$ cat src/source/pc_profile_pkg.sv
`default_nettype none

package pc_profile_pkg;

  // word pc width and histogram geometry
  localparam int pc_width_lp = 12;
  localparam int bin_width_lp = 4;
  localparam int class_width_lp = 4;
  localparam int cause_width_lp = 4;
  localparam int hist_addr_width_lp = bin_width_lp + class_width_lp;
  localparam int hist_els_lp = 1 << hist_addr_width_lp;
  localparam int count_width_lp = 16;

  // one histogram column per class
  typedef enum logic [class_width_lp-1:0] {
    e_instr,
    e_fp_instr,
    e_icache_miss,
    e_stall_icache_store,
    e_stall_remote_ld_wb,
    e_stall_remote_flw_wb,
    e_stall_ifetch_wait,
    e_branch_miss,
    e_jalr_miss,
    e_icache_miss_bubble,
    e_stall_depend,
    e_stall_bypass,
    e_stall_fence,
    e_stall_remote_req,
    e_stall_busy,
    e_unknown
  } pc_class_e;

  // why execute holds no instruction
  typedef enum logic [cause_width_lp-1:0] {
    e_no_bubble,
    e_bub_branch_miss,
    e_bub_jalr_miss,
    e_bub_icache_miss,
    e_bub_depend,
    e_bub_bypass,
    e_bub_fence,
    e_bub_remote_req,
    e_bub_busy,
    e_bub_unknown
  } bubble_cause_e;

  typedef struct packed {
    logic exe_valid;
    logic exe_icache_miss;
    logic fp_exe_valid;
    logic branch_mispredict;
    logic jalr_mispredict;
    logic icache_miss_in_pipe;
  } pipe_status_s;

  typedef struct packed {
    logic stall_all;
    logic stall_id;
    // pipeline-wide sources
    logic icache_store;
    logic remote_ld_wb;
    logic remote_flw_wb;
    logic ifetch_wait;
    // id stage sources
    logic depend;
    logic bypass;
    logic fence;
    logic remote_req;
    logic busy;
  } stall_vec_s;

  typedef struct packed {
    bubble_cause_e cause;
    logic [pc_width_lp-1:0] pc;
  } exe_bubble_s;

  typedef struct packed {
    logic valid;
    pc_class_e ev_class;
    logic [pc_width_lp-1:0] pc;
  } pc_event_s;

endpackage

`default_nettype wire

$ cat src/source/exe_bubble_classifier.sv
`timescale 1ns/10ps
`default_nettype none

module exe_bubble_classifier (
  input  logic clk_i,
  input  logic reset_i,
  input  logic [pc_profile_pkg::pc_width_lp-1:0] id_pc_i,
  input  logic [pc_profile_pkg::pc_width_lp-1:0] exe_pc_i,
  input  pc_profile_pkg::pipe_status_s pipe_i,
  input  pc_profile_pkg::stall_vec_s stall_i,
  output pc_profile_pkg::exe_bubble_s bubble_o
);

  import pc_profile_pkg::*;

  exe_bubble_s bubble_r;
  exe_bubble_s bubble_n;

  // cause of the bubble entering execute on the next advance
  always_comb begin
    bubble_n.cause = e_no_bubble;
    bubble_n.pc = '0;
    if (pipe_i.branch_mispredict) begin
      bubble_n.cause = e_bub_branch_miss;
      bubble_n.pc = exe_pc_i;
    end else if (pipe_i.jalr_mispredict) begin
      bubble_n.cause = e_bub_jalr_miss;
      bubble_n.pc = exe_pc_i;
    end else if (stall_i.stall_id) begin
      bubble_n.pc = id_pc_i;
      // first id source wins
      if (stall_i.depend) begin
        bubble_n.cause = e_bub_depend;
      end else if (stall_i.bypass) begin
        bubble_n.cause = e_bub_bypass;
      end else if (stall_i.fence) begin
        bubble_n.cause = e_bub_fence;
      end else if (stall_i.remote_req) begin
        bubble_n.cause = e_bub_remote_req;
      end else if (stall_i.busy) begin
        bubble_n.cause = e_bub_busy;
      end else begin
        bubble_n.cause = e_bub_unknown;
      end
    end else if (pipe_i.icache_miss_in_pipe) begin
      bubble_n.cause = e_bub_icache_miss;
      bubble_n.pc = id_pc_i;
    end
  end

  // frozen along with the pipeline under stall_all
  always_ff @(posedge clk_i) begin
    if (reset_i) begin
      bubble_r.cause <= e_no_bubble;
      bubble_r.pc <= '0;
    end else if (~stall_i.stall_all) begin
      bubble_r <= bubble_n;
    end
  end

  assign bubble_o = bubble_r;

endmodule

`default_nettype wire

$ cat config.mk
export PLATFORM = sky130hd
export DESIGN_NAME = exe_bubble_classifier
export DESIGN_NICKNAME = d
export VERILOG_FILES = /design/src/source/pc_profile_pkg.sv /design/src/source/exe_bubble_classifier.sv
export SDC_FILE = /design/constraint.sdc
export NUM_CORES = 1
export LEC_CHECK = 0
export BUFFER_PORTS_ARGS = -buffer_cell sky130_fd_sc_hd__buf_2
export CAP_MARGIN = 40
export CORE_ASPECT_RATIO = 2
export CORE_UTILIZATION = 25
export DETAILED_ROUTE_END_ITERATION = 12
export GPL_TIMING_DRIVEN = 0
export PLACE_DENSITY = 0.49
export SYNTH_ARGS = -nofsm -noshare
export SYNTH_HDL_FRONTEND = slang
export SYNTH_SLANG_ARGS = --single-unit
export TNS_END_PERCENT = 100
$ cat constraint.sdc
create_clock -name clk_i -period 1 [get_ports clk_i]
set_input_delay 0.1 -clock clk_i [delete_from_list [all_inputs] [get_ports clk_i]]
set_output_delay 0.1 -clock clk_i [all_outputs]
set_load 0.005 [all_outputs]
==> results.sh <==
export IMPL_syn_inst=97
export IMPL_total_power_mw=1.549
export IMPL_regArea_sq_um=320.3
export IMPL_cts_max_level=1
export IMPL_drt_first_pass_iters=4
export IMPL_hp_class="in2reg"
export IMPL_place_area_sq_um=1217
export IMPL_grt_pass1_vias=908
export IMPL_grt_pass1_wl_microns=4222
export IMPL_drcViolationCount=0
export IMPL_crit_chain="buf_2 -> buf_4 -> nor3_1 -> o2111ai_1 -> o211ai_1"
export IMPL_synth_common_cells="dfxtp_1, inv_1, nand3_1"
export IMPL_die_area_sq_um=3888
export IMPL_p_per_area_nw_per_um2=1231
export IMPL_maxSlewHeadroom=0.6374
export IMPL_overflow=0
export IMPL_cp_data_required_time_ns=1.18
export IMPL_multiInputGateArea_sq_um=476.7
export IMPL_yosysSeqAreaShare=0.3531
export IMPL_worst_slew_pin_slew_ns=0.5363
export IMPL_period_share=0.8502
export IMPL_min_period_ns=0.8502
export IMPL_cp_end_kind="register"
export IMPL_antenna_found_initial=0
export IMPL_grt_max_degree=11
export IMPL_final_nets=195
export IMPL_gp_congestion=0.6917
export IMPL_synth_nets=140
export IMPL_synthDistinctLibCells=27
export IMPL_synth_top_area_frac=0.3531
export IMPL_largest_register_ffs=16
export IMPL_ant_nets=0
export IMPL_area_growth_pct=38.76
export IMPL_fin_worst_skew_ns=0
export IMPL_hold_viol=0
export IMPL_cts_max_path_buffers=2
export IMPL_vias=935
export IMPL_coreArea_sq_um=3416
export IMPL_status="finished clean"
export IMPL_antenna_cells=0
export IMPL_crit_buf_inv=2
export IMPL_viasPerCell=4.722
export IMPL_dp_hpwl_microns=2050
export IMPL_start_util=0.2656
export IMPL_totalWireLength_microns=2601
export IMPL_yosys_area_top_type="dfxtp_1"
export IMPL_max_stage_delay_ns=0.30
export IMPL_die_x_microns=44.60
export IMPL_synth_area_leaders="dfxtp_1, a221oi_2, a21oi_2, nand3_1, inv_1"
export IMPL_clock_sinks=16
export IMPL_cts_root_buffer="clkbuf_8"
export IMPL_setup_viol=0
export IMPL_clk_latency_ns=0.25
export IMPL_setup_tns_ns=0
export IMPL_rsz0062_at_grt="false"
export IMPL_worst_setup_path_type="in2reg"
export IMPL_die_y_microns=87.19
export IMPL_drive_above_1_share=0.5533
export IMPL_numCtsBuffers=3
export IMPL_slowest_stage="nor3_1"
export IMPL_synth_edf_count=0
export IMPL_hold_slack_ns=0.1063
export IMPL_nFillCells=377
export IMPL_fin_area_sq_um=1259
export IMPL_io_pins=59
export IMPL_p_leak_nw=0.5397
export IMPL_holdBufCountCts=0
export IMPL_track_usage=0.1486
export IMPL_drt_iter0_markers=15
export IMPL_path_delay_family="compound AO/OA/AOI/OAI gates"
export IMPL_cp_max_fo=10
export IMPL_drv_slew=0
export IMPL_cp_arrival_ns=1.03
export IMPL_vdd_drop_max_uv=673.4
export IMPL_synth_most_common_cell="dfxtp_1"
export IMPL_cts_resized=0
export IMPL_synth_area_sq_um=907.1
export IMPL_timing_fmax_ghz=1.176
export IMPL_synth_flop_cell="dfxtp_1"
export IMPL_io_buffers=50
export IMPL_path_clk_slew_ns=0.06
export IMPL_drv_cap=0
export IMPL_cts_tree="done"
export IMPL_startpoint_type="input port"
export IMPL_num_rows=30
export IMPL_syn_area_per_cell_sq_um=9.352
export IMPL_synth_seq_cells=16
export IMPL_ys_warn_count=0
export IMPL_wl_per_cell_microns=13.14
export IMPL_post_cts_buffers=0
export IMPL_synth_async_reset_ratio=0
==> logic make-up (layout without fill, tap and decap cells) <==
| kind of cell | Yosys count | in the layout | synth area share |
|---|---|---|---|
| flip-flops | 16 | 16 | 0.3531 |
| AO/OA/AOI/OAI | 31 | 31 | 0.3517 |
| buffers and inverters | 21 | 74 | 0.1214 |
| AND/OR/NAND/NOR | 29 | 29 | 0.1738 |
==> through the flow <==
stage	worst slack, ns	util	cells
floorplan	0.1611	-	97
global placement	-0.09173	0.3564	195
detailed placement	-0.1139	0.3564	195
CTS	0.1414	0.3685	198
global route	0.05756	0.3685	198
finish	0.1498	0.3685	198
==> per-layer routing <==
metal	vias to the layer above	GRT usage	routed length [microns]
li1	460	-	-
met1	433	0.1707	1011
met2	37	0.2500	1371
met3	5	0.03112	163
met4	0	0.07438	55
met5	-	0	0
==> report_power, final <==
group | total (mW) | switching, mW | internal (mW)
logic | 0.349 | 0.180 | 0.169
registers | 0.699 | 0.0191 | 0.680
clock network | 0.501 | 0.233 | 0.268
total | 1.55 | 0.432 | 1.12
==> cell type report <==
cell class | count | share of cell area
plain buffers | 8 | 0.04871
clock buffers | 3 | 0.03280
inverters | 13 | 0.03877
multi-input cells | 60 | 0.3787
flip-flops and latches | 16 | 0.2545
well taps | 48 | 0.04771
repair buffers | 50 | 0.1988
==> worst paths after layout <==
check	endpoint	slack (ns)	start	depth (start not counted)
setup / recovery	bubble_o[13]	0.15	stall_i[10]	5
hold / removal	bubble_o[0]	0.11	id_pc_i[0]	3
setup reg to reg	bubble_o[12]	0.27	bubble_o[12]	3
hold reg to reg	bubble_o[14]	0.46	bubble_o[14]	2
==> tightest hold or removal path: stages <==
cell and delay, ns:
buf_2 0.09, nand3_1 0.07, a221oi_2 0.05
==> cell usage in the layout, fill, tap and decap left out, drive strengths merged <==
cell,count
nand2b,2
nor3b,1
inv,13
o41a,1
a221oi,13
nand3,12
a21oi,13
o21ai,1
clkbuf,4
o211ai,1
nor4,1
nor2b,2
buf,57
o2111ai,1
dfxtp,16
nor3,2
a22oi,1
or2,2
nor2,4
nand2,2
nor4b,1
Note: power is estimated with default switching activity, not from simulation.
