===== src/source/pc_profile_pkg.sv =====
`default_nettype none

package pc_profile_pkg;

  // word pc width and histogram geometry
  localparam int pc_width_lp = 12;
  localparam int bin_width_lp = 4;
  localparam int class_width_lp = 4;
  localparam int cause_width_lp = 4;
  localparam int hist_addr_width_lp = bin_width_lp + class_width_lp;
  localparam int hist_els_lp = 1 << hist_addr_width_lp;
  localparam int count_width_lp = 16;

  // one histogram column per class
  typedef enum logic [class_width_lp-1:0] {
    e_instr,
    e_fp_instr,
    e_icache_miss,
    e_stall_icache_store,
    e_stall_remote_ld_wb,
    e_stall_remote_flw_wb,
    e_stall_ifetch_wait,
    e_branch_miss,
    e_jalr_miss,
    e_icache_miss_bubble,
    e_stall_depend,
    e_stall_bypass,
    e_stall_fence,
    e_stall_remote_req,
    e_stall_busy,
    e_unknown
  } pc_class_e;

  // why execute holds no instruction
  typedef enum logic [cause_width_lp-1:0] {
    e_no_bubble,
    e_bub_branch_miss,
    e_bub_jalr_miss,
    e_bub_icache_miss,
    e_bub_depend,
    e_bub_bypass,
    e_bub_fence,
    e_bub_remote_req,
    e_bub_busy,
    e_bub_unknown
  } bubble_cause_e;

  typedef struct packed {
    logic exe_valid;
    logic exe_icache_miss;
    logic fp_exe_valid;
    logic branch_mispredict;
    logic jalr_mispredict;
    logic icache_miss_in_pipe;
  } pipe_status_s;

  typedef struct packed {
    logic stall_all;
    logic stall_id;
    // pipeline-wide sources
    logic icache_store;
    logic remote_ld_wb;
    logic remote_flw_wb;
    logic ifetch_wait;
    // id stage sources
    logic depend;
    logic bypass;
    logic fence;
    logic remote_req;
    logic busy;
  } stall_vec_s;

  typedef struct packed {
    bubble_cause_e cause;
    logic [pc_width_lp-1:0] pc;
  } exe_bubble_s;

  typedef struct packed {
    logic valid;
    pc_class_e ev_class;
    logic [pc_width_lp-1:0] pc;
  } pc_event_s;

endpackage

`default_nettype wire


===== src/source/pc_event_selector.sv =====
`timescale 1ns/10ps
`default_nettype none

module pc_event_selector (
  input  logic clk_i,
  input  logic reset_i,
  input  logic [pc_profile_pkg::pc_width_lp-1:0] exe_pc_i,
  input  logic [pc_profile_pkg::pc_width_lp-1:0] fp_exe_pc_i,
  input  logic [pc_profile_pkg::pc_width_lp-1:0] mem_pc_i,
  input  pc_profile_pkg::pipe_status_s pipe_i,
  input  pc_profile_pkg::stall_vec_s stall_i,
  input  pc_profile_pkg::exe_bubble_s bubble_i,
  output pc_profile_pkg::pc_event_s event_o
);

  import pc_profile_pkg::*;

  pc_event_s event_r;
  pc_event_s event_n;

  function automatic pc_class_e bubble_class(bubble_cause_e cause);
    pc_class_e cls;
    case (cause)
      e_bub_branch_miss: cls = e_branch_miss;
      e_bub_jalr_miss:   cls = e_jalr_miss;
      e_bub_icache_miss: cls = e_icache_miss_bubble;
      e_bub_depend:      cls = e_stall_depend;
      e_bub_bypass:      cls = e_stall_bypass;
      e_bub_fence:       cls = e_stall_fence;
      e_bub_remote_req:  cls = e_stall_remote_req;
      e_bub_busy:        cls = e_stall_busy;
      default:           cls = e_unknown;
    endcase
    return cls;
  endfunction

  // exactly one class per cycle, highest priority first
  always_comb begin
    event_n.valid = 1'b1;
    event_n.ev_class = e_unknown;
    event_n.pc = exe_pc_i;
    if (pipe_i.exe_valid & ~stall_i.stall_all & ~pipe_i.exe_icache_miss) begin
      event_n.ev_class = e_instr;
    end else if (pipe_i.fp_exe_valid & ~stall_i.stall_all) begin
      event_n.ev_class = e_fp_instr;
      event_n.pc = fp_exe_pc_i;
    end else if (pipe_i.exe_icache_miss) begin
      event_n.ev_class = e_icache_miss;
    end else if (stall_i.stall_all & stall_i.icache_store) begin
      event_n.ev_class = e_stall_icache_store;
    end else if (stall_i.stall_all & stall_i.remote_ld_wb) begin
      event_n.ev_class = e_stall_remote_ld_wb;
    end else if (stall_i.stall_all & stall_i.remote_flw_wb) begin
      event_n.ev_class = e_stall_remote_flw_wb;
    end else if (stall_i.stall_all & stall_i.ifetch_wait) begin
      // charged to the instruction waiting on the fetch
      event_n.ev_class = e_stall_ifetch_wait;
      event_n.pc = mem_pc_i;
    end else if (~pipe_i.exe_valid & (bubble_i.cause != e_no_bubble)) begin
      event_n.ev_class = bubble_class(bubble_i.cause);
      event_n.pc = bubble_i.pc;
    end
  end

  always_ff @(posedge clk_i) begin
    if (reset_i) begin
      event_r <= '0;
    end else begin
      event_r <= event_n;
    end
  end

  assign event_o = event_r;

endmodule

`default_nettype wire


===== config.mk =====
export PLATFORM = sky130hd
export DESIGN_NAME = pc_event_selector
export DESIGN_NICKNAME = d
export VERILOG_FILES = /design/src/source/pc_profile_pkg.sv /design/src/source/pc_event_selector.sv
export SDC_FILE = /design/constraint.sdc
export NUM_CORES = 1
export LEC_CHECK = 0
export ABC_AREA = 1
export BUFFER_PORTS_ARGS = -buffer_cell sky130_fd_sc_hd__buf_2
export CORE_MARGIN = 5
export CORE_UTILIZATION = 45
export DETAILED_ROUTE_END_ITERATION = 12
export PLACE_DENSITY = 0.85
export SLEW_MARGIN = 10
export SYNTH_ARGS = -nofsm -noshare
export SYNTH_HDL_FRONTEND = slang
export SYNTH_SLANG_ARGS = --single-unit
export TNS_END_PERCENT = 100

===== constraint.sdc =====
create_clock -name clk_i -period 1.5 [get_ports clk_i]
set_input_delay 0.15 -clock clk_i [delete_from_list [all_inputs] [get_ports clk_i]]
set_output_delay 0.15 -clock clk_i [all_outputs]
set_load 0.05 [all_outputs]

==> out/results.ini, run 1 <==
[grt]
grt_pass1_wl_mm = 6.22
grt_max_degree = 29
globalRouteTotalUtil_pct = 18.1
grt.overflow.total = 0
grt_pass1_vias = 1435
antenna_found_initial = 0

[timing]
hold_viol_final = 0
rsz0062_at_grt = false
setup_tns_ns = 0
max_slew_margin_pct = 65.8
final.period_utilization_pct = 73.7
timing.final.max_slew_violations = 0
worst_pin_slew_ns = 0.512
period_minus_slack_ns = 1.11
finalSetupViolCount = 0
max_freq_mhz = 904

[clock_tree]
numClockSinks = 17
post_cts_buffers = 0
numCtsBuffers = 3
cts_resized = 0
htreeDepth = 1
cts.path.max_buffers = 2
cts_tree = built
cts_root_buf = clkbuf_4
cts.clk_slew.worst_paths_ns = 0.12
ctsHoldBuffers = 0

[placed_design]
gp_congestion = 0.819
place_hpwl_mm = 2.95
io_buffer_count = 78
placed_area_um2 = 1700
placedCellCount = 333

[flow_run]
maxCapViolCount = 0

[route]
ant_nets = 0
drc = 0
via_per_inst = 4.78
firstDrtPassIters = 4
dr.first_iter.drc_count = 102
drt-total-wl_mm = 3.87
vias = 1610
wl_per_cell_um = 11.5

[yosys]
seq_area_frac_synth_pct = 25.7
ys_top_cells_by_area = dfxtp_1 (26%), nand2_1 (24%), nor2_1 (13%), nand3_1 (11%), a21oi_1 (4.2%)
synth.largest_area_cell = dfxtp_1
synth_edf_count = 0
synth_cell_type_count = 20
postSynth.asyncResetShare_pct = 0
synth.ff_latch_count = 17
syn_inst = 232
synth_top_area_share_pct = 25.7
synth_ff_type = dfxtp_1
avgSynthCellArea_um2 = 5.72
mappedNetlistNets = 303
synthesis.area_um2 = 1330
yosysWarnings = 0

[finish]
num-nets-final = 378
layout_commonest_cell = nand2_1
fin_util_pct = 62.3
final_cell_mix = nand2_1 (86), buf_2 (78), nor2_1 (46), nand3_1 (28), dfxtp_1 (17)
syn_to_final_growth_pct = 30.6
diodes = 0
fill_cells = 292
design_area_um2 = 1730
final_cells = 337
drive_above_1_share_pct = 34.3
largest_reg_flops = 17

[power]
report.power.total_mw = 1.28
leakage_nw = 1.01
ir_drop_mv = 0.614
powerDensity_nw_per_um2 = 739

[worst_setup_path]
crit_family = simple AND/OR/NAND/NOR gates
critPathCaptureType = flop
path_class = in -> reg
crit_required_ns = 1.72
cp_slowest_stage_delay_ns = 0.35
worst_path_max_delay_cell = nor2_4
arrival_ns = 1.33
critPathMaxFanout = 14
crit_chain = buf_2 -> nor2_4 -> inv_1 -> nor2_1 -> nor2_1 -> nand2_1 -> nand2_1
path_buf_inv = 2
critPathLaunchType = input pin

[floorplanning]
start_util_pct = 47.7
die_w_um = 64.3
rows = 19
die_area_um2 = 4130
ios = 88
die_h_um = 64.3
core_area_um2 = 2780

[worst_hold_path]
hp-class = in -> reg

[outcome]
run_status = finished, final reports clean

==> area by class of cell <==
type / instances / area (um2) / area share [%]
clock buffer: 3 / 22.5 / 1.30
clock inverter: 1 / 5.00 / 0.289
inverter: 10 / 37.5 / 2.17
multi-input combinational: 193 / 867 / 50.1
sequential: 17 / 340 / 19.7
tap: 31 / 38.8 / 2.24
timing repair buffer: 82 / 420 / 24.3
==> layer usage <==
metal	global-route usage [%]	part of all wire (%)
met1	23.7	42
met2	30.6	47
met3	2.63	9.7
met4	4.83	1.1
met5	0	0
==> cell families after synthesis <==
group / Yosys count / share of synthesized area (%)
compound gates: 18 / 8.77
buf+inv: 22 / 8.96
flops: 17 / 25.7
simple gates: 175 / 56.6
==> cells in the mapped netlist (2+ instances only) <==
master,instances
nand2_1,86
inv_1,10
buf_6,3
nor2_2,8
a21oi_1,11
dfxtp_1,17
buf_2,8
nand2_2,2
o21ai_0,2
nor2_1,46
nand3_1,28
a21oi_2,3
==> path summary, 6_finish.rpt <==
path              cells after the start  slack, ns        start                    end
setup / recovery                      7       0.39  stall_i[10]  event_o[8]$_SDFF_PP0_
hold / removal                        2       0.03      reset_i    event_o[16]$_DFF_P_
==> per-stage QoR <==
| step | setup slack (ns) | hold WS, ns |
|---|---|---|
| finish | 0.394 | 0.0252 |
| detailed placement | 0.0676 | 0.340 |
| global route | 0.284 | 0.0433 |
| global placement | 0.0540 | 0.331 |
| floorplan | 0.461 | 0.225 |
| CTS | 0.402 | 0.0278 |
==> report_power, final <==
group	leakage (nW)	internal, mW	switching [mW]
sequential	0.141	0.490	0.00740
combinational	0.853	0.173	0.348
clock	0.0177	0.0995	0.163
(Power assumes the default switching activity.)
==> run 2, diff against run 1 <==
Settings changed: CORE_UTILIZATION 45 to 38, PLACE_DENSITY 0.85 to 0.77.
Clock period 1.5 ns to 1 ns, I/O delays scaled along.
==> run 2 against run 1 <==
Combinational power up 66%. Non-clock buffer count up 16. Final area up 11%. Largest cell class unchanged. Critical endpoint is now event_o[16]. Sequential share of layout area down 1.9 points. Sequential power up 50%.
==> out/results.ini, run 2 (synthesis gave the netlist of run 1 again) <==
[outcome]
run_status = finished, final reports clean

[placed_design]
gp_congestion = 0.778  ; -5.1%
io_buffer_count = 78  ; unchanged
place_hpwl_mm = 3.30  ; +12%

[finish]
num-nets-final = 394  ; +4.2%
final_cell_mix = nand2_1 (86), buf_2 (64), nor2_1 (46), nand3_1 (28), buf_4 (18)
layout_commonest_cell = nand2_1
drive_above_1_share_pct = 37.0  ; +2.6 points
fin_util_pct = 57.1  ; -5.2 points
multi_input_area_um2 = 867  ; unchanged
syn_to_final_growth_pct = 44.7
diodes = 0  ; unchanged
fill_cells = 373  ; +28%
final-seq-area_um2 = 340  ; unchanged
largest_reg_flops = 17  ; unchanged

[timing]
max_slew_margin_pct = 70.6  ; +4.8 points
whs_ns = 0.0319  ; +0.00672 ns
finalSetupViolCount = 0  ; unchanged
final.period_utilization_pct = 96.2
worst_pin_slew_ns = 0.441  ; -0.0708 ns
period_minus_slack_ns = 0.962
hold_viol_final = 0  ; unchanged
setup_tns_ns = 0  ; unchanged
rsz0062_at_grt = false
max_freq_mhz = 1040
timing.final.max_slew_violations = 0  ; unchanged

[power]
internal-power_mw = 1.22  ; +60%
ir_drop_mv = 0.537  ; -13%
clock_power_share_pct = 19.4  ; -1.1 points
p_sw_uw = 783  ; +51%
leakage_nw = 1.09  ; +7.7%
combPwrFrac_pct = 43.2  ; +2.5 points
pwr-share-seq_pct = 37.4  ; -1.4 points
powerDensity_nw_per_um2 = 1040  ; +41%
p_sw_share_pct = 39.2  ; -1.3 points

[worst_hold_path]
hp-class = in -> reg

[floorplanning]
start_util_pct = 39.4  ; -8.2 points
die_h_um = 69.1  ; +7.4%
rows = 21  ; +2
die_area_um2 = 4770  ; +15%
die_w_um = 69.1  ; +7.4%
core_area_um2 = 3360  ; +21%
ios = 88  ; unchanged

[route]
vias = 1685  ; +4.7%
wl_per_cell_um = 11.3  ; -1.7%
ant_nets = 0  ; unchanged
via_per_inst = 4.58  ; -4.2%
m1WireLength_mm = 1.71  ; +6.4%
wl_met2_mm = 2.11  ; +15%
drt-total-wl_mm = 4.15  ; +7.3%
top_layer_used = met4
drc = 0  ; unchanged
firstDrtPassIters = 5  ; +1
met3_wirelength_um = 243  ; -35%
dr.first_iter.drc_count = 103  ; +0.98%

[grt]
grt_max_degree = 29  ; unchanged
grt.overflow.total = 0  ; unchanged
grt_pass1_vias = 1598  ; +11%
globalRouteTotalUtil_pct = 17.4  ; -0.64 points
antenna_found_initial = 0  ; unchanged
grt_pass1_wl_mm = 7.00  ; +13%

[clock_tree]
cts_tree = built
numClockSinks = 17  ; unchanged
cts_root_buf = clkbuf_4
cts.clk_slew.worst_paths_ns = 0.11  ; about the same
cts.path.max_buffers = 2  ; unchanged
numCtsBuffers = 3  ; unchanged
htreeDepth = 1  ; unchanged

[worst_setup_path]
path_buf_inv = 1  ; -1
crit_family = flip-flops
cp_slowest_stage_delay_ns = 0.32  ; -0.03 ns
worst_path_max_delay_cell = dfxtp_1
critPathMaxFanout = 1  ; -13
arrival_ns = 0.86  ; -0.47 ns
critPathLaunchType = flop
critPathCaptureType = primary output
crit_chain = buf_2
path_class = reg -> out
crit_required_ns = 0.90  ; -0.82 ns

[flow_run]
maxCapViolCount = 0  ; unchanged

[run 2: path summary, 6_finish.rpt]
check / cells after the start / startpoint / to / slack (ns)
min: 3 / exe_pc_i[9] / event_o[9]$_SDFF_PP0_ / 0.03
max: 1 / event_o[16]$_DFF_P_ / event_o[16] / 0.04
[run 2: metal layers]
| layer | vias to the layer above | GRT usage [%] |
|---|---|---|
| met5 | - | 0 |
| met4 | 0 | 7.16 |
| met3 | 8 | 3.49 |
| met2 | 51 | 30.1 |
| met1 | 723 | 20.9 |
| li1 | 903 | - |
[run 2: per-stage QoR]
step,instance area [um2],std cells,setup WS (ns),power [mW]
finish,1920,368,0.0380,2.00
global route,1920,368,0.0000577,2.14
CTS,1880,368,0.00667,1.99
detailed placement,1850,363,-0.161,1.60
global placement,1850,363,-0.128,1.59
floorplan,1330,232,0.0113,1.31
[run 2: power by group through the flow]
stage / Clock [mW] / Sequential [mW] / Combinational (mW)
6_report: 0.388 / 0.747 / 0.864
5_1_grt: 0.436 / 0.753 / 0.950
4_1_cts: 0.395 / 0.746 / 0.846
3_5_place_dp: 0 / 0.762 / 0.841
3_3_place_gp: 0 / 0.762 / 0.829
2_1_floorplan: 0 / 0.971 / 0.338
[run 2: layout make-up]
class | count | share of cell area (%)
inverter | 10 | 1.96
timing repair buffer | 98 | 30.8
clock buffer | 4 | 1.37
sequential | 17 | 17.7
multi-input combinational | 193 | 45.2
tap | 46 | 3.00
[run 2: repair_timing]
action                                  CTS  global route
gates resized for setup                   0            14
endpoints found under the setup margin    0            14
endpoints found under the hold margin     1             0
buffers inserted                          0             0
hold buffers                              1             0
