## config.mk

```make
export PLATFORM = sky130hd
export DESIGN_NAME = pc_stage_tracker
export DESIGN_NICKNAME = d
export VERILOG_FILES = /design/src/source/pc_profile_pkg.sv /design/src/source/pc_stage_tracker.sv
export SDC_FILE = /design/constraint.sdc
export NUM_CORES = 1
export LEC_CHECK = 0
export ABC_AREA = 1
export BUFFER_PORTS_ARGS = -buffer_cell sky130_fd_sc_hd__buf_4
export CORE_UTILIZATION = 44
export DETAILED_ROUTE_END_ITERATION = 10
export PLACE_DENSITY = 0.83
export SYNTH_ARGS = -nofsm -noshare
export SYNTH_HDL_FRONTEND = slang
export SYNTH_SLANG_ARGS = --single-unit
```

## constraint.sdc

```tcl
create_clock -name clk_i -period 1.4 [get_ports clk_i]
set_clock_uncertainty 0.2 [all_clocks]
set_input_delay 0.42 -clock clk_i [delete_from_list [all_inputs] [get_ports clk_i]]
set_output_delay 0.42 -clock clk_i [all_outputs]
set_load 0.03 [all_outputs]
```

## src/source/pc_profile_pkg.sv

```systemverilog
`default_nettype none

package pc_profile_pkg;

  // word pc width and histogram geometry
  localparam int pc_width_lp = 12;
  localparam int bin_width_lp = 4;
  localparam int class_width_lp = 4;
  localparam int cause_width_lp = 4;
  localparam int hist_addr_width_lp = bin_width_lp + class_width_lp;
  localparam int hist_els_lp = 1 << hist_addr_width_lp;
  localparam int count_width_lp = 16;

  // one histogram column per class
  typedef enum logic [class_width_lp-1:0] {
    e_instr,
    e_fp_instr,
    e_icache_miss,
    e_stall_icache_store,
    e_stall_remote_ld_wb,
    e_stall_remote_flw_wb,
    e_stall_ifetch_wait,
    e_branch_miss,
    e_jalr_miss,
    e_icache_miss_bubble,
    e_stall_depend,
    e_stall_bypass,
    e_stall_fence,
    e_stall_remote_req,
    e_stall_busy,
    e_unknown
  } pc_class_e;

  // why execute holds no instruction
  typedef enum logic [cause_width_lp-1:0] {
    e_no_bubble,
    e_bub_branch_miss,
    e_bub_jalr_miss,
    e_bub_icache_miss,
    e_bub_depend,
    e_bub_bypass,
    e_bub_fence,
    e_bub_remote_req,
    e_bub_busy,
    e_bub_unknown
  } bubble_cause_e;

  typedef struct packed {
    logic exe_valid;
    logic exe_icache_miss;
    logic fp_exe_valid;
    logic branch_mispredict;
    logic jalr_mispredict;
    logic icache_miss_in_pipe;
  } pipe_status_s;

  typedef struct packed {
    logic stall_all;
    logic stall_id;
    // pipeline-wide sources
    logic icache_store;
    logic remote_ld_wb;
    logic remote_flw_wb;
    logic ifetch_wait;
    // id stage sources
    logic depend;
    logic bypass;
    logic fence;
    logic remote_req;
    logic busy;
  } stall_vec_s;

  typedef struct packed {
    bubble_cause_e cause;
    logic [pc_width_lp-1:0] pc;
  } exe_bubble_s;

  typedef struct packed {
    logic valid;
    pc_class_e ev_class;
    logic [pc_width_lp-1:0] pc;
  } pc_event_s;

endpackage

`default_nettype wire

```

## src/source/pc_stage_tracker.sv

```systemverilog
`timescale 1ns/10ps
`default_nettype none

module pc_stage_tracker (
  input  logic clk_i,
  input  logic reset_i,
  input  logic [pc_profile_pkg::pc_width_lp-1:0] id_pc_i,
  input  logic [pc_profile_pkg::pc_width_lp-1:0] exe_pc_i,
  input  pc_profile_pkg::pipe_status_s pipe_i,
  input  pc_profile_pkg::stall_vec_s stall_i,
  output logic [pc_profile_pkg::pc_width_lp-1:0] fp_exe_pc_o,
  output logic [pc_profile_pkg::pc_width_lp-1:0] mem_pc_o
);

  import pc_profile_pkg::*;

  logic [pc_width_lp-1:0] fp_exe_pc_r;
  logic [pc_width_lp-1:0] mem_pc_r;

  // fp stage trails id whenever id advances
  always_ff @(posedge clk_i) begin
    if (reset_i) begin
      fp_exe_pc_r <= '0;
    end else if (~stall_i.stall_all & ~stall_i.stall_id) begin
      fp_exe_pc_r <= id_pc_i;
    end
  end

  // last valid instruction that left execute
  always_ff @(posedge clk_i) begin
    if (reset_i) begin
      mem_pc_r <= '0;
    end else if (~stall_i.stall_all & pipe_i.exe_valid) begin
      mem_pc_r <= exe_pc_i;
    end
  end

  assign fp_exe_pc_o = fp_exe_pc_r;
  assign mem_pc_o = mem_pc_r;

endmodule

`default_nettype wire

```

==> results.md, run 1 <==
* Status: finished, violations left
* Failing checks: negative setup slack
* Number of global-route vias before repair at 967
* Setup violators final at 18
* Total leakage power at 0.887 nW
* Fraction of layout cells with a size suffix above 1 at 0.427
* All-layer global routing usage at 0.196
* Final WS setup at -17.6 ps
* CTS Root Buffer Type: clkbuf_4
* Grt ovf at 0
* Main combinational cell family by area after synthesis: simple AND/OR/NAND/NOR gates
* DRT Wirelength at 2300 um
* Yosys cell types at 11
* CP delay by family, top: flip-flops
* CP startpoint kind: flip-flop
* Clk_lat worst skew at 300 ps
* Core Area at 0.00221 mm2
* Mux cell area share after synthesis at 0
* Cell-internal power at 1.09 mW
* Total power at 1.53 mW
* Crit path DAT at 800 ps
* DRT antenna net count at 0
* Crit-path max FO at 2
* Adder-cell share of the synthesized area at 0
* PortBufs at 52
* Largest net degree at the start of global routing at 25
* Net switching fraction of the power at 0.284
* Die X at 50.3 um
* CP Depth at 1
* H-tree Lvls at 1
* PwrDens at 938 mW/mm2
* CP Cell Sequence: buf_6
* Initial DRC count at 9
* Pins Over Slew Limit at 0
* Crit path from: mem_pc_o[11]$_SDFFE_PP0P_
* Clk pwr share at 0.231
* Vias per inst at 4.31
* Register-to-register setup slack at 500 ps
* Via count of the routed design at 1,031
* Post-DP HPWL at 1780 um
* Final Instance Area at 0.00163 mm2
* Simple-gate share of the synthesized area at 0.382
* Synth Net Count at 199
* Fin cells at 239
* Worst Setup EP: mem_pc_o[11]
* DRT Pass-1 Iters at 6
* Die height at 50.3 um
* Post-place setup slack at 74.3 ps
* Crit Path Class: reg -> out
* GPL Wtd Cong at 0.750
* Most frequent cells in the layout: nor2_1 (48), nand2_1 (36), buf_4 (32)
* Worst-case vdd ir drop at 721 uV
* Reg2Reg Depth at 3
* Sequential power share at 0.503
* Beginning of the worst register-to-register path: fp_exe_pc_o[11]$_SDFFE_PP0P_
* Clock Sinks at 24
* Reg-to-Reg End: fp_exe_pc_o[11]$_SDFFE_PP0P_
* Post-Synthesis Cells at 156
* Placed cell area at 0.00146 mm2
* CP max-delay cell: dfxtp_2
* Clock Tree Buf Depth at 2
* Critical Path RT at 780 ps
* Total Negative Setup Slacks at -108 ps
* Fin. Hold Viols at 0
* CTS tree: done
* DRC Markers at 0
* Seq/Total Area, Yosys at 0.468
* FF+latch count, synth at 24
* Post-Syn Area at 0.00103 mm2
* Initial core utilization at 0.464
* WP buf/inv at 1
* RSZ-0062 raised after global routing: true
* Post-CTS Hold Fix Bufs at 0
* Layout overhead on the synthesized area at 58.3%
* Clk pin slew, worst setup/hold paths at 120 ps
* Antenna diodes at 0
* Most common cell after layout, fill and taps aside: nor2_1
* Die area at 0.00253 mm2
* Placed Cells incl. Taps at 234
* Fin nets at 255
* Compound-Gate Fraction of Synth Area at 0
* Sw Pwr at 434 uW
* Initial antenna violation count at 0
* Synth warn at 0
* Crit path time final at 1420 ps
* Crit-path max cell delay at 370 ps
* HP Class: in -> reg
* Max Cap Viol at 0
* Mean post-synth cell area at 6.58 um2
* Combinational Power Share at 0.266
* Fin util at 0.735
* Global-route wire length before repair at 3780 um
* Worst slew margin at 0.871
* XOR/XNOR Fraction of Synth Area at 0
* Number of cell rows at 17
* Critical Path End Type: output pin
* Total CTS buffers at 3
* Post-DR wirelength/cell at 9.64 um
* # IOs at 67
* Max Clk Rate at 0.705 GHz
* Worst Tran Pin Value at 194 ps
* Tcrit/Tclk final at 1.01
* Worst hold slack at 200 ps
==> layout make-up <==
class / instances / area, um2
repair buffers: 58 / 551
clock buffers: 4 / 36.3
multi-input cells: 98 / 393
fillers: 179 / 586
flip-flops and latches: 24 / 510
well taps: 28 / 35.0
inverters: 27 / 101
==> routing by layer <==
layer / vias to the layer above / global-route usage / share of wire
met5: - / 0 / 0
met4: 0 / 0.0880 / 0.0039
met3: 2 / 0.0182 / 0.030
met2: 19 / 0.378 / 0.57
met1: 453 / 0.213 / 0.40
li1: 557 / - / -
==> power by group through the flow <==
stage / Clock (mW) / Combinational, mW / Sequential [mW]
floorplan: 0 / 0.124 / 0.856
global placement: 0 / 0.365 / 0.765
detailed placement: 0 / 0.377 / 0.766
CTS: 0.369 / 0.408 / 0.768
global route: 0.392 / 0.440 / 0.775
finish: 0.352 / 0.406 / 0.768
==> registers in the layout (all words and copies together), names as in the netlist <==
name / flops
mem_pc_o: 12
fp_exe_pc_o: 12
==> worst min path at each step <==
stage / from / endpoint / slack (ps) / cells past startpoint
after floorplan: fp_exe_pc_o[0]$_SDFFE_PP0P_ / fp_exe_pc_o[0]$_SDFFE_PP0P_ / 410 / 2
after global placement: mem_pc_o[2]$_SDFFE_PP0P_ / mem_pc_o[2]$_SDFFE_PP0P_ / 260 / 2
after detailed placement: mem_pc_o[2]$_SDFFE_PP0P_ / mem_pc_o[2]$_SDFFE_PP0P_ / 270 / 2
after CTS: id_pc_i[1] / fp_exe_pc_o[1]$_SDFFE_PP0P_ / 190 / 5
after global routing: id_pc_i[8] / fp_exe_pc_o[8]$_SDFFE_PP0P_ / 200 / 5
final: id_pc_i[1] / fp_exe_pc_o[1]$_SDFFE_PP0P_ / 200 / 5
==> synthesized netlist by cell type <==
library cell / number / area share
buf_2: 3 / 0.015
buf_6: 2 / 0.022
nor2_4: 1 / 0.011
buf_4: 2 / 0.015
nor2_1: 48 / 0.18
dfxtp_1: 24 / 0.47
inv_1: 25 / 0.091
inv_2: 2 / 0.0073
nand3_1: 12 / 0.058
nor2_2: 1 / 0.0061
nand2_1: 36 / 0.13
==> repair_timing <==
action / 4_1_cts / 5_1_grt
setup endpoints to repair: 24 / 24
buffers inserted: 1 / 0
gates resized for setup: 48 / 0
==> kinds of logic (layout without fill, tap and decap cells) <==
family / count (synthesis) / count (layout)
flops: 24 / 24
simple gates: 98 / 98
buf+inv: 34 / 89
Power figures use the tool's default switching activity.
==> inputs of run 2 (changes only) <==
Settings changed: CELL_PAD_IN_SITES_DETAIL_PLACEMENT set to 0, CELL_PAD_IN_SITES_GLOBAL_PLACEMENT set to 1, CORE_UTILIZATION 44 to 28, PLACE_DENSITY 0.83 to unset, PLACE_DENSITY_LB_ADDON set to 0.1.
==> run 2 against run 1 <==
The run still ends with negative setup slack left. First-iteration DRC count increased by 110%. Total power decreased by 4.0%. Routed wire length decreased by 1.9%. Sequential share of layout area decreased by 0.17 points. Via count decreased by 0.48%. Clock power decreased by 16%. Global-route usage decreased by 7.2 points. Die area increased by 55%. Worst hold slack improved by 2.2 ps. Count of clock-buffer cells in the layout decreased by 1. Cell count increased by 7.1%. Core utilization decreased by 26 points.
==> results.md, run 2 (synthesized netlist as in run 1, its figures left out) <==
* Setup violators final at 13 (-5)
* Total CTS buffers at 3 (unchanged)
* HP Class: in -> reg
* CP Cell Sequence: buf_6
* Reg area at 510 um2 (unchanged)
* WP buf/inv at 1 (unchanged)
* Global-route wire length before repair at 3930 um (+4.0%)
* GPL Wtd Cong at 0.709 (-5.5%)
* Fraction of layout cells with a size suffix above 1 at 0.424 (-0.00273)
* Total leakage power at 0.880 nW (-0.81%)
* Worst slew margin at 0.867 (-0.00338)
* # IOs at 67 (unchanged)
* H-tree Lvls at 1 (unchanged)
* Fin cells at 256 (+7.1%)
* Tcrit/Tclk final at 1.01 (about the same)
* DRT Wirelength at 2260 um (-1.9%)
* Worst hold slack at 202 ps (+2.20 ps)
* Crit Path Class: reg -> out
* Clock Sinks at 24 (unchanged)
* Die X at 62.6 um (+24%)
* Initial core utilization at 0.301 (-0.164)
* CP max-delay cell: dfxtp_2
* Max Clk Rate at 0.706 GHz (about the same)
* Fin. Hold Viols at 0 (unchanged)
* Initial antenna violation count at 0 (unchanged)
* DRC Markers at 0 (unchanged)
* PwrDens at 896 mW/mm2 (-4.5%)
* Multi-input logic area at 393 um2 (unchanged)
* DRT antenna net count at 0 (unchanged)
* Crit path DAT at 800 ps (about the same)
* Critical Path End Type: output pin
* Clk_lat worst skew at 300 ps (about the same)
* Post-DR wirelength/cell at 8.83 um (-8.4%)
* Status: finished, violations left
* Clk pin slew, worst setup/hold paths at 130 ps (about the same)
* Core Area at 0.00342 mm2 (+54%)
* Failing checks: negative setup slack
* Fin util at 0.479 (-0.257)
* Number of global-route vias before repair at 978 (+1.1%)
* Layout overhead on the synthesized area at 59.2%
* Placed Cells incl. Taps at 252 (+7.7%)
* Die area at 0.00392 mm2 (+55%)
* All-layer global routing usage at 0.124 (-0.0720)
* Grt ovf at 0 (unchanged)
* PortBufs at 52 (unchanged)
* Crit-path max cell delay at 360 ps (about the same)
* Most frequent cells in the layout: nor2_1 (48), nand2_1 (36), buf_4 (32)
* Initial DRC count at 19 (+10)
* Die height at 62.6 um (+24%)
* Antenna diodes at 0 (unchanged)
* Pins Over Slew Limit at 0 (unchanged)
* Fin nets at 255 (unchanged)
* Post-DP HPWL at 1670 um (-5.9%)
* CP startpoint kind: flip-flop
* Critical Path RT at 780 ps (about the same)
* Largest net degree at the start of global routing at 25 (unchanged)
* Worst-case vdd ir drop at 289 uV (-60%)
* Post-CTS Hold Fix Bufs at 0 (unchanged)
* Most common cell after layout, fill and taps aside: nor2_1
* Via count of the routed design at 1,026 (-0.48%)
* Worst Tran Pin Value at 199 ps (+5.06 ps)
* Crit-path max FO at 2 (unchanged)
* RSZ-0062 raised after global routing: true
* Final WS setup at -16.3 ps (+1.23 ps)
* Clock Tree Buf Depth at 2 (unchanged)
* Number of cell rows at 21 (+4)
* DRT Pass-1 Iters at 4 (-2)
* Max Cap Viol at 0 (unchanged)
* CTS tree: done
* Vias per inst at 4.01 (-7.1%)
* Crit path time final at 1420 ps (-1.23 ps)
* Fill count at 357 (+99%)
* CTS Root Buffer Type: clkbuf_4
* CP delay by family, top: flip-flops
## run 2: final timing paths
check        cells past startpoint                      endpoint  slack [ps]                          from
min                              5      mem_pc_o[1]$_SDFFE_PP0P_         200                   exe_pc_i[1]
max reg2reg                      3   fp_exe_pc_o[6]$_SDFFE_PP0P_         520   fp_exe_pc_o[6]$_SDFFE_PP0P_
max                              1                   mem_pc_o[5]         -20      mem_pc_o[5]$_SDFFE_PP0P_
min reg2reg                      2  fp_exe_pc_o[11]$_SDFFE_PP0P_         300  fp_exe_pc_o[11]$_SDFFE_PP0P_
## run 2: layer usage
metal | vias up | global-route usage | share of wire
li1 | 556 | - | -
met4 | 0 | 0.0552 | 0.0066
met5 | - | 0 | 0
met2 | 29 | 0.213 | 0.49
met1 | 439 | 0.146 | 0.44
met3 | 2 | 0.0292 | 0.061
## run 2: area by class of cell
class,count,share of cell area
tap,46,0.0352
timing repair buffer,58,0.337
sequential,24,0.312
inverter,27,0.0620
clock buffer,3,0.0138
multi-input combinational,98,0.240
## run 2: what timing repair did
action	4_1_cts	5_1_grt
endpoints found under the setup margin	24	24
hold endpoints to repair	0	0
gates cloned	0	0
setup buffers	1	0
gates resized for setup	48	0
## run 2: stage by stage
| stage | area [um2] | power [mW] | TNS, ps | setup WS, ps |
|---|---|---|---|---|
| after floorplan | 1030 | 0.979 | 0 | 275 |
| after global placement | 1490 | 1.14 | 0 | 109 |
| after detailed placement | 1490 | 1.14 | 0 | 91.6 |
| after CTS | 1640 | 1.50 | -628 | -41.9 |
| after global routing | 1640 | 1.56 | -1320 | -68.6 |
| final | 1640 | 1.47 | -120 | -16.3 |
## run 2: where the power goes
group	switching [mW]	internal, mW	total (mW)	leakage, nW
registers	0.0305	0.738	0.768	0.207
clock network	0.195	0.100	0.295	0.0138
logic	0.206	0.196	0.403	0.659
total	0.432	1.03	1.47	0.880
